File: config.mk
export PLATFORM = sky130hd
export DESIGN_NAME = mvm_regs
export DESIGN_NICKNAME = d
export VERILOG_FILES = /design/src/mvm_cfg_pkg.sv /design/src/mvm_data_pkg.sv /design/src/mvm_regs.sv
export VERILOG_INCLUDE_DIRS = /design/src /design/src/src
export SDC_FILE = /design/constraint.sdc
export NUM_CORES = 1
export LEC_CHECK = 0
export BUFFER_PORTS_ARGS = -buffer_cell sky130_fd_sc_hd__buf_2
export CAP_MARGIN = 20
export CORE_AREA = 2 2 94 96
export CTS_CLUSTER_SIZE = 20
export DETAILED_ROUTE_END_ITERATION = 8
export DIE_AREA = 0 0 96 98
export HOLD_SLACK_MARGIN = 0.15
export PLACE_DENSITY_LB_ADDON = 0.1
export SYNTH_ARGS = -nofsm -noshare
export SYNTH_HDL_FRONTEND = slang
export SYNTH_SLANG_ARGS = --single-unit
File: constraint.sdc
create_clock -name clk -period 4.9 [get_ports clk]
set_input_delay 0.735 -clock clk [delete_from_list [all_inputs] [get_ports clk]]
set_output_delay 0.735 -clock clk [all_outputs]
set_load 0.02 [all_outputs]
File: src/mvm_macros.svh
`ifndef MVM_MACROS_SVH
`define MVM_MACROS_SVH

// array geometry shared by the whole accelerator.

`define MVM_NUM_CORES 8     // one core per matrix row.

`define MVM_MAT_DEPTH 128   // words per row and entries in the vector memory.

`define MVM_DATA_W    32    // matrix, vector and accumulator word width.

`endif
File: src/mvm_cfg_pkg.sv
`include "mvm_macros.svh"

package mvm_cfg_pkg;

    // APB register offsets.
    typedef enum logic [7:0] {
        REG_CTRL     = 8'h00,   // bit 0 starts a run.
        REG_STATUS   = 8'h04,
        REG_LEN      = 8'h08,   // 0 means the full depth.
        REG_MAT_SEL  = 8'h0C,   // row address in [6:0], core in [10:8].
        REG_MAT_LO   = 8'h10,
        REG_MAT_HI   = 8'h14,   // writing this one commits the pair.
        REG_VEC_ADDR = 8'h18,
        REG_VEC_DATA = 8'h1C,
        REG_RESULT   = 8'h20    // first of the result words.
    } reg_addr_t;

    // one past the last result word.
    localparam logic [7:0] REG_RESULT_END = 8'(REG_RESULT + 4 * `MVM_NUM_CORES);

    typedef struct packed {
        logic busy;
        logic done;
    } status_t;

endpackage

File: src/mvm_data_pkg.sv
`include "mvm_macros.svh"

package mvm_data_pkg;

    // one matrix, vector or accumulator word.
    typedef logic [`MVM_DATA_W-1:0] data_t;

    // row index into a core memory or the vector memory.
    typedef logic [$clog2(`MVM_MAT_DEPTH)-1:0] mat_addr_t;

    // selects one of the cores.
    typedef logic [$clog2(`MVM_NUM_CORES)-1:0] core_idx_t;

endpackage

File: src/mvm_regs.sv
`timescale 1ns/100ps
`include "mvm_macros.svh"

module mvm_regs (
    input  logic                          clk,
    input  logic                          rst_n,
    input  logic                          psel,
    input  logic                          penable,
    input  logic                          pwrite,
    input  logic [7:0]                    paddr,
    input  mvm_data_pkg::data_t           pwdata,
    output mvm_data_pkg::data_t           prdata,
    output logic                          pready,
    output logic                          pslverr,
    output logic [`MVM_NUM_CORES-1:0]     mat_v,
    output mvm_data_pkg::mat_addr_t       mat_a,
    output logic [2*`MVM_DATA_W-1:0]      mat_d,
    output mvm_data_pkg::mat_addr_t       vec_addr,
    output mvm_data_pkg::data_t           vec_data,
    output logic                          vec_we,
    output mvm_data_pkg::mat_addr_t       len,
    output logic                          start,
    input  logic                          busy,
    input  logic                          done,
    output mvm_data_pkg::core_idx_t       res_idx,
    input  mvm_data_pkg::data_t           res_data
);
    import mvm_data_pkg::*;
    import mvm_cfg_pkg::*;

    reg_addr_t offset;
    status_t   status;
    logic      access;
    logic      is_result;
    logic      mapped;
    logic      err;
    logic      wr_ok;
    core_idx_t sel_core;
    mat_addr_t sel_addr;
    mat_addr_t vec_ptr;
    mat_addr_t len_q;
    data_t     mat_lo;

    assign offset    = reg_addr_t'(paddr);
    assign access    = psel && penable;
    assign is_result = (paddr >= REG_RESULT) && (paddr < REG_RESULT_END)
                       && (paddr[1:0] == 2'b00);

    always_comb begin
        case (offset)
            REG_CTRL, REG_STATUS, REG_LEN, REG_MAT_SEL,
            REG_MAT_LO, REG_MAT_HI, REG_VEC_ADDR, REG_VEC_DATA: mapped = 1'b1;
            default: mapped = is_result;
        endcase
    end

    always_comb begin
        err = 1'b0;
        if (!mapped) begin
            err = 1'b1;
        end else if (pwrite && busy && offset != REG_STATUS) begin
            err = 1'b1;                 // no reconfiguration under a running job.
        end else if (!pwrite && is_result && !done) begin
            err = 1'b1;
        end
    end

    assign pready  = 1'b1;
    assign pslverr = access && err;
    assign wr_ok   = access && pwrite && !err;

    // one-cycle strobes straight from the access phase.
    assign mat_v    = (wr_ok && offset == REG_MAT_HI)
                      ? ({{(`MVM_NUM_CORES-1){1'b0}}, 1'b1} << sel_core) : '0;
    assign mat_a    = sel_addr;
    assign mat_d    = {pwdata, mat_lo};
    assign vec_addr = vec_ptr;
    assign vec_data = pwdata;
    assign vec_we   = wr_ok && offset == REG_VEC_DATA;
    assign start    = wr_ok && offset == REG_CTRL && pwdata[0];
    assign len      = len_q;
    assign res_idx  = paddr[4:2];

    always_ff @(posedge clk) begin
        if (!rst_n) begin
            sel_core <= '0;
            sel_addr <= '0;
            vec_ptr  <= '0;
            len_q    <= '0;
        end else if (wr_ok) begin
            case (offset)
                REG_LEN: len_q <= mat_addr_t'(pwdata);
                REG_MAT_SEL: begin
                    sel_addr <= mat_addr_t'(pwdata);
                    sel_core <= pwdata[10:8];
                end
                REG_VEC_ADDR: vec_ptr <= mat_addr_t'(pwdata);
                REG_VEC_DATA: vec_ptr <= vec_ptr + 1'b1;  // burst fill.
                default: ;
            endcase
        end
    end

    always_ff @(posedge clk) begin
        if (wr_ok && offset == REG_MAT_LO) begin
            mat_lo <= pwdata;
        end
    end

    assign status = '{busy: busy, done: done};

    always_comb begin
        prdata = '0;
        if (access && !pwrite && !err) begin
            if (is_result) begin
                prdata = res_data;
            end else begin
                case (offset)
                    REG_STATUS:   prdata = data_t'(status);
                    REG_LEN:      prdata = data_t'(len_q);
                    REG_MAT_SEL:  prdata = {21'd0, sel_core, 1'b0, sel_addr};
                    REG_MAT_LO:   prdata = mat_lo;
                    REG_VEC_ADDR: prdata = data_t'(vec_ptr);
                    default:      prdata = '0;  // strobe-only registers.
                endcase
            end
        end
    end

endmodule

==> results of run 1 <==
[critical path, cell delays in order]
cell and delay [ps]:
buf_2 140, nor4b_4 510, and2_1 600, a222oi_1 220, a221oi_1 330, buf_2 220
[report_power, final]
group          internal [mW]  switching (mW)  total (mW)
Sequential             0.495       0.0000168       0.496
Clock                  0.134           0.162       0.296
Combinational         0.0513          0.0966       0.148
[cell type report]
class | count | area, sq um
clock buffers | 6 | 93.8
fillers | 835 | 4010
clock inverters | 2 | 15.0
repair buffers | 249 | 1270
multi-input cells | 232 | 1480
well taps | 108 | 135
inverters | 6 | 22.5
flip-flops and latches | 56 | 1440
[sequential cells by signal (all words and copies together) (netlist names)]
register,flops
vec_addr,7
sel_core,3
len,7
mat_a,7
mat_lo,32
[layer usage]
metal  GRT usage, %  share of wire (%)
met5              0                  0
met4           5.49                1.6
met3           5.86                8.1
met2           38.4                 48
met1           30.9                 43
[worst paths after layout]
kind / end / slack, ps / depth (start not counted)
setup reg to reg: vec_addr[1] / 3510 / 4
hold reg to reg: len[6] / 510 / 2
hold / removal: len[6] / 510 / 2
setup / recovery: prdata[0] / 1400 / 6
[cell usage in the layout, fill, tap and decap left out, drive strengths merged, types with 3 or more instances in the layout]
master	instances
a211oi	5
a21oi	27
a222oi	3
a22o	4
a22oi	33
a31oi	3
and2	5
buf	249
clkbuf	6
dfxtp	24
edfxtp	32
inv	8
nand2	19
nand2b	4
nand3	24
nor2	35
nor3	3
nor4	10
o21ai	21
o22a	4
o32ai	4
or4	3
[cells by family after synthesis]
kind of cell	Yosys count	share of synthesized area [%]
other	1	0.105
muxes	1	0.281
DFF	56	40.5
adders and majority gates	1	0.352
buffers and inverters	95	17.8
AOI/OAI and AO/OA	112	21.1
and+or+nand+nor	117	19.9
==> flow_metrics.tcl, run 1 <==
set metrics [dict create \
    status "complete, no violations" \
    vias 3629 \
    synth_area_sq_mm 0.00356 \
    max_freq_mhz 286 \
    finClkSkew_ps 0.938 \
    antenna_cells 0 \
    final_cells 659 \
    final.min_clock_period_ps 3500 \
    synth.distinct_cells 52 \
    setup-violations-final 0 \
    grt.total_usage_pct 23.4 \
    grt_pass1_wl_um 17000 \
    finalHoldViolations 0 \
    synth_enable_flop_cells 32 \
    clockRootBuffer "clkbuf_8" \
    cp-end-kind "primary output" \
    drt_pass1_iterations 5 \
    yosys_register_bits 56 \
    syn-num-nets 463 \
    cts_htree_levels 2 \
    critical_path_class "input port to primary output" \
    yosysMostFrequentCell "buf_4" \
    grt_pass1_vias 3186 \
    area_growth_pct 25.3 \
    wirelength_um 11700 \
    timing.final.ws_setup_ps 1400 \
    via_per_inst 5.51 \
    drv_cap 0 \
    hold_slack_ps 509 \
    chipWidth_um 96 \
    fin_crit_sh_pct 71.4 \
    place_congestion 0.907 \
    start_kind "input port" \
    row_count 34 \
    drive_gt1_share_pct 49.0 \
    dpl_cell_area_sq_mm 0.00435 \
    yosys_warnings 0 \
    cp-startpoint "paddr[5]" \
    post_cts_buffers 0 \
    power_uw 940 \
    die_area_sq_mm 0.00941 \
    grt_max_degree 32 \
    hold_class "flip-flop to flip-flop" \
    slew_headroom_pct 46.7 \
    cts_tree "done" \
    grt_antenna_before_repair 0 \
    critPathRequiredTime_ps 4160 \
    die_h_um 98 \
    cts_buffers 5 \
    leakage_nw 1.88 \
    clock_sinks 56 \
    postCtsHoldBufs 0 \
    clk_pin_slew_worst_paths_ps 110 \
    core-area_sq_mm 0.00847 \
    reg2reg_from "vec_addr[0]" \
    yosysTopAreaCell "edfxtp_1" \
    drt_iter0_markers 147 \
    grt_overflow_total 0 \
    ys_seq_area_share_pct 40.5 \
    nNetsFinal 630 \
    cts-resized-gates 0 \
    synth_common_cells "buf_4, nor2_1, a22oi_1" \
    async_reset_ff_share_pct 0 \
    avgSynthCellArea_sq_um 9.29 \
    dp_hpwl_um 9090 \
    ys_top_cells_by_area "edfxtp_1, buf_4, dfxtp_1" \
    clk_latency_ps 310 \
    rsz0062_at_grt "no" \
    wl_per_cell_um 17.7 \
    cp_max_fo 14 \
    initial_core_util_pct 42.0 \
    drc 0 \
    ant_nets 0 \
    drv_slew 0 \
    worst_pin_slew_ps 799 \
    place_ws_ps 1390 \
    p_per_area_mw_per_mm2 211 \
    fin_setup_tns_ps 0 \
    io_pins 243 \
    worst_ep_arrival_time_ps 2760 \
    synthCells 383 \
    synthFlopType "edfxtp_1" \
    postLayoutCoreUtil_pct 52.7 \
    final_cell_area_sq_mm 0.00446 \
    io_buffers 241 \
    cts_max_path_buffers 2 \
    place_inst 651 \
    yosys.area.top_type_share_pct 27.0 \
    ir_worst_vdd_mv 0.115 \
    hp-start "len[6]" \
]
(Power assumes the default switching activity.)
==> inputs of run 2 (changes only) <==
Settings changed: CORE_AREA 2 2 94 96 to default, CORE_UTILIZATION from default to 38, DIE_AREA 0 0 96 98 to default.
Clock period 4.9 ns to 3 ns, I/O delays scaled along.
==> run 2 against run 1 <==
  * Final cell count increased by 0.91%
  * Setup slack lost 1100 ps
  * Critical path depth is the same
  * Design area grew 1.0%
  * Utilization is 2.0 points lower
  * Combinational power grew 66%
  * Clock skew increased by 9.8 ps
  * Register-to-register slack worse by 1900 ps
  * Worst hold slack worse by 180 ps
  * Non-clock buffer count grew 6
  * Flip-flop and latch count is the same
  * First-iteration DRC count grew 32%
  * Critical endpoint is now mat_v[7]
==> flow_metrics.tcl, run 2 (synthesis results as in run 1) <==
set metrics [dict create \
    status "complete, no violations" \
    drive_gt1_share_pct 49.2 \
    finClkSkew_ps 10.7 \
    initial_core_util_pct 40.0 \
    worstRegToRegCells 5 \
    place_ws_ps 340 \
    post_cts_buffers 0 \
    die_area_sq_mm 0.00975 \
    ant_nets 0 \
    vias 3635 \
    grt_antenna_before_repair 0 \
    leakage_nw 1.90 \
    hold_class "input port to flip-flop" \
    row_count 34 \
    drv_slew 0 \
    dp_hpwl_um 9080 \
    critPathRequiredTime_ps 2550 \
    final_cell_area_sq_mm 0.00450 \
    drt_iter0_markers 194 \
    hold-path-cell-count 1 \
    slew_headroom_pct 49.6 \
    ir_worst_vdd_mv 0.173 \
    cts_max_path_buffers 2 \
    chipWidth_um 98.8 \
    place_inst 657 \
    area_growth_pct 26.6 \
    die_h_um 98.8 \
    critical_path_class "input port to primary output" \
    fin_setup_tns_ps 0 \
    place_congestion 0.821 \
    drc 0 \
    worst_pin_slew_ps 755 \
    timing.final.ws_setup_ps 340 \
    cp_max_fo 6 \
    clock_sinks 56 \
    worst_ep_arrival_time_ps 2210 \
    grt_overflow_total 0 \
    rsz0062_at_grt "no" \
    largest_register "mat_lo" \
    postLayoutCoreUtil_pct 50.7 \
    via_per_inst 5.47 \
    grt.total_usage_pct 23.0 \
    final.min_clock_period_ps 2660 \
    antenna_cells 0 \
    drv_cap 0 \
    grt_max_degree 35 \
    io_buffers 241 \
    io_pins 243 \
    setup-violations-final 0 \
    grt_pass1_wl_um 17400 \
    wirelength_um 11900 \
    wl_per_cell_um 17.9 \
    final_cell_mix "buf_2, nor2_1, a22oi_1" \
    nNetsFinal 636 \
    fin_crit_sh_pct 88.7 \
    cp-end-kind "primary output" \
    cts_tree "done" \
    clk_pin_slew_worst_paths_ps 100 \
    drt_pass1_iterations 5 \
    clk_latency_ps 310 \
    max_freq_mhz 376 \
    final_cells 665 \
    largest_reg_flops 32 \
    final_common_cell "buf_2" \
    dpl_cell_area_sq_mm 0.00442 \
    grt_pass1_vias 3211 \
    cts_buffers 5 \
    finalHoldViolations 0 \
    postCtsHoldBufs 0 \
    clockRootBuffer "clkbuf_8" \
    cts_htree_levels 2 \
    core-area_sq_mm 0.00889 \
    start_kind "input port" \
    cts-resized-gates 0 \
    p_per_area_mw_per_mm2 327 \
]
-- run 2: cell type report --
type                            instances  area (sq um)
Sequential cell                        56          1440
Tap cell                              108           135
Clock inverter                          1          8.76
Timing Repair Buffer                  255          1340
Clock buffer                            7          76.3
Inverter                                6          22.5
Fill cell                             873          4390
Multi-Input combinational cell        232          1480
-- run 2: per-stage QoR --
| step | power [mW] | hold WS [ps] |
|---|---|---|
| 6_report | 1.47 | 328 |
| 4_1_cts | 1.48 | 320 |
| 2_1_floorplan | 0.999 | 474 |
| 3_5_place_dp | 1.07 | 483 |
| 5_1_grt | 1.52 | 316 |
| 3_3_place_gp | 1.07 | 485 |
-- run 2: layer usage --
metal | wire (um) | vias up | GRT usage, %
met5 | 0 | - | 0
met4 | 115 | 0 | 4.59
met3 | 748 | 11 | 4.33
met2 | 5860 | 189 | 39.1
met1 | 5160 | 1722 | 30.4
li1 | - | 1713 | -
-- run 2: path summary, 6_finish.rpt --
check | startpoint | endpoint | slack [ps]
hold reg to reg | len[4] | len[4] | 510
setup reg to reg | vec_addr[1] | vec_addr[6] | 1580
hold / removal | pwdata[26] | mat_lo[26] | 330
setup / recovery | paddr[6] | mat_v[7] | 340
-- run 2: worst max-delay path, cell delays in order --
cell and delay (ps):
buf_2 150, or4b_1 560, nor4_2 330, nand4_1 320
nor2_1 200, buf_2 190
-- run 2: report_power, final --
| part | internal, mW | switching, mW |
|---|---|---|
| registers | 0.809 | 0.0000287 |
| clock network | 0.168 | 0.249 |
| logic | 0.0866 | 0.159 |
| total | 1.06 | 0.408 |
==> inputs of run 3 (changes only) <==
Settings changed: ABC_AREA from default to 1, CORE_UTILIZATION 38 to 39.
==> run 3 against run 2 <==
  * Final cell count rose by 15%
  * Sequential share of layout area is 0.70 points lower
  * First-iteration DRC count fell by 38%
  * Critical path type unchanged
  * Critical endpoint is now prdata[21]
  * Largest cell class unchanged
  * Largest power group unchanged
  * Highest routed layer unchanged
==> flow_metrics.tcl, run 3 <==
set metrics [dict create \
    worstRegToRegCells 7 \
    async_reset_ff_share_pct 0 \
    grt_pass1_vias 3285 \
    dpl_cell_area_sq_mm 0.00452 \
    die_h_um 99.4 \
    reg2reg_from "vec_addr[0]" \
    yosys_warnings 0 \
    grt.total_usage_pct 20.8 \
    clk_latency_ps 310 \
    setup-violations-final 0 \
    yosysMostFrequentCell "nand2_1" \
    synthFlopType "edfxtp_1" \
    drv_cap 0 \
    p_per_area_mw_per_mm2 315 \
    p_seq_share_pct 55.8 \
    drive_gt1_share_pct 45.3 \
    cts_max_path_buffers 2 \
    drt_iter0_markers 120 \
    largest_reg_flops 32 \
    synthCells 485 \
    rsz0062_at_grt "no" \
    grt_overflow_total 0 \
    grt_max_degree 29 \
    grt_antenna_before_repair 0 \
    dr_wl_met3_um 644 \
    synth_common_cells "nand2_1, nor2_1, buf_4" \
    final_common_cell "buf_2" \
    row_count 35 \
    power_mw 1.45 \
    fillers 965 \
    cts-resized-gates 0 \
    cts_tree "done" \
    wl_met1_um 4740 \
    cp_slowest_stage_delay_ps 220 \
    leakage_nw 2.33 \
    yosys_register_bits 56 \
    area_growth_pct 24.5 \
    fin_crit_sh_pct 87.5 \
    internal_power_mw 1.05 \
    cts_htree_levels 2 \
    largest_register "mat_lo" \
    hold-path-cell-count 1 \
    clockRootBuffer "clkbuf_8" \
    fin_setup_tns_ps 0 \
    clk_pin_slew_worst_paths_ps 100 \
    highest_layer "met4" \
    drv_slew 0 \
    wl_met2_um 5050 \
    hold_slack_ps 335 \
    ys_top_cells_by_area "edfxtp_1, buf_4, nand2_1" \
    r2r_slack_ps 1510 \
    clock_sinks 56 \
    whs_endpoint "mat_lo[30]" \
    clkPwrFrac_pct 28.7 \
    cp-startpoint "paddr[0]" \
    syn-num-nets 565 \
    vias 3644 \
    cts_buffers 5 \
    critical_path_class "input port to primary output" \
    start_kind "input port" \
    place_congestion 0.895 \
    wirelength_um 10500 \
    chipWidth_um 99.4 \
    synth.distinct_cells 37 \
    antenna_cells 0 \
    status "complete, no violations" \
    postCtsHoldBufs 0 \
    core-area_sq_mm 0.00920 \
    cp-end-kind "primary output" \
    post_cts_buffers 0 \
    nNetsFinal 735 \
    max_freq_mhz 381 \
    timing.final.ws_setup_ps 376 \
    dp_hpwl_um 8200 \
    final_cells 767 \
    place_ws_ps 369 \
    finalHoldViolations 0 \
    synth_enable_flop_cells 32 \
    critPathRequiredTime_ps 2550 \
    final_cell_area_sq_mm 0.00461 \
    combinationalPowerShare_pct 15.5 \
    drt_pass1_iterations 4 \
    grt_pass1_wl_um 16200 \
    avgSynthCellArea_sq_um 7.63 \
    io_pins 243 \
    yosysTopAreaCell "edfxtp_1" \
    ir_worst_vdd_mv 0.169 \
    hp-start "pwdata[30]" \
    final_cell_mix "buf_2, nand2_1, nor2_1" \
    place_inst 759 \
    p_sw_share_pct 27.3 \
    initial_core_util_pct 40.2 \
    io_buffers 241 \
    crit_slowest_cell "nand2_2" \
    wl_per_cell_um 13.7 \
    final.min_clock_period_ps 2620 \
    cp_max_fo 28 \
    synth_area_sq_mm 0.00370 \
    via_per_inst 4.75 \
    postLayoutCoreUtil_pct 50.1 \
    r2r_end "vec_addr[6]" \
    yosys.area.top_type_share_pct 26.0 \
    drc 0 \
    ant_nets 0 \
    worst_ep_arrival_time_ps 2170 \
    p_sw_uw 396 \
    path_cells "buf_2 -> inv_1 -> nand2_1 -> nor2_1 -> nand2_2 -> nand2_1 -> nor2_1 -> nand2_2 -> and2_4 -> nand2_4 -> buf_12 -> a21oi_2 -> buf_2" \
    die_area_sq_mm 0.00988 \
    ys_seq_area_share_pct 39.0 \
    finClkSkew_ps 8.94 \
    hold_class "input port to flip-flop" \
]
[run 3: cell type report]
cell class | count | area (sq um) | area share [%]
sequential | 56 | 1440 | 31.3
inverter | 41 | 154 | 3.34
tap | 111 | 139 | 3.02
clock inverter | 2 | 12.5 | 0.272
timing repair buffer | 248 | 1300 | 28.1
multi-input combinational | 303 | 1490 | 32.4
clock buffer | 6 | 72.6 | 1.58
[run 3: kinds of logic after synthesis]
family	count (synthesis)	synth area share (%)
compound gates	52	10.5
xor+xnor	4	0.947
fa+ha+maj	1	0.338
buf+inv	126	20.9
flops	56	39.0
mux	1	0.304
other cells	1	0.101
simple gates	244	27.9
[run 3: how the worst max path moves through the flow]
stage	to	slack [ps]	cells after the start
4_1_cts	prdata[21]	360	13
3_3_place_gp	prdata[21]	410	13
3_5_place_dp	prdata[21]	370	13
6_report	prdata[21]	380	13
2_1_floorplan	mat_lo[0]	400	8
5_1_grt	prdata[21]	180	13
[run 3: power groups by stage]
stage / sequential (mW) / clock, mW / combinational [mW]
5_1_grt: 0.809 / 0.453 / 0.243
2_1_floorplan: 0.827 / 0 / 0.171
6_report: 0.809 / 0.417 / 0.225
3_3_place_gp: 0.827 / 0 / 0.225
4_1_cts: 0.809 / 0.425 / 0.227
3_5_place_dp: 0.827 / 0 / 0.226
[run 3: per-layer routing]
metal,global-route usage (%),vias up
li1,-,1811
met1,27.7,1686
met2,35.9,140
met3,2.60,7
met4,5.20,0
met5,0,-
[run 3: critical path: cells and delay by family]
kind,cells,cell delay [ps]
AND/OR/NAND/NOR,8,1050
AO/OA/AOI/OAI,1,150
buffers and inverters,4,520
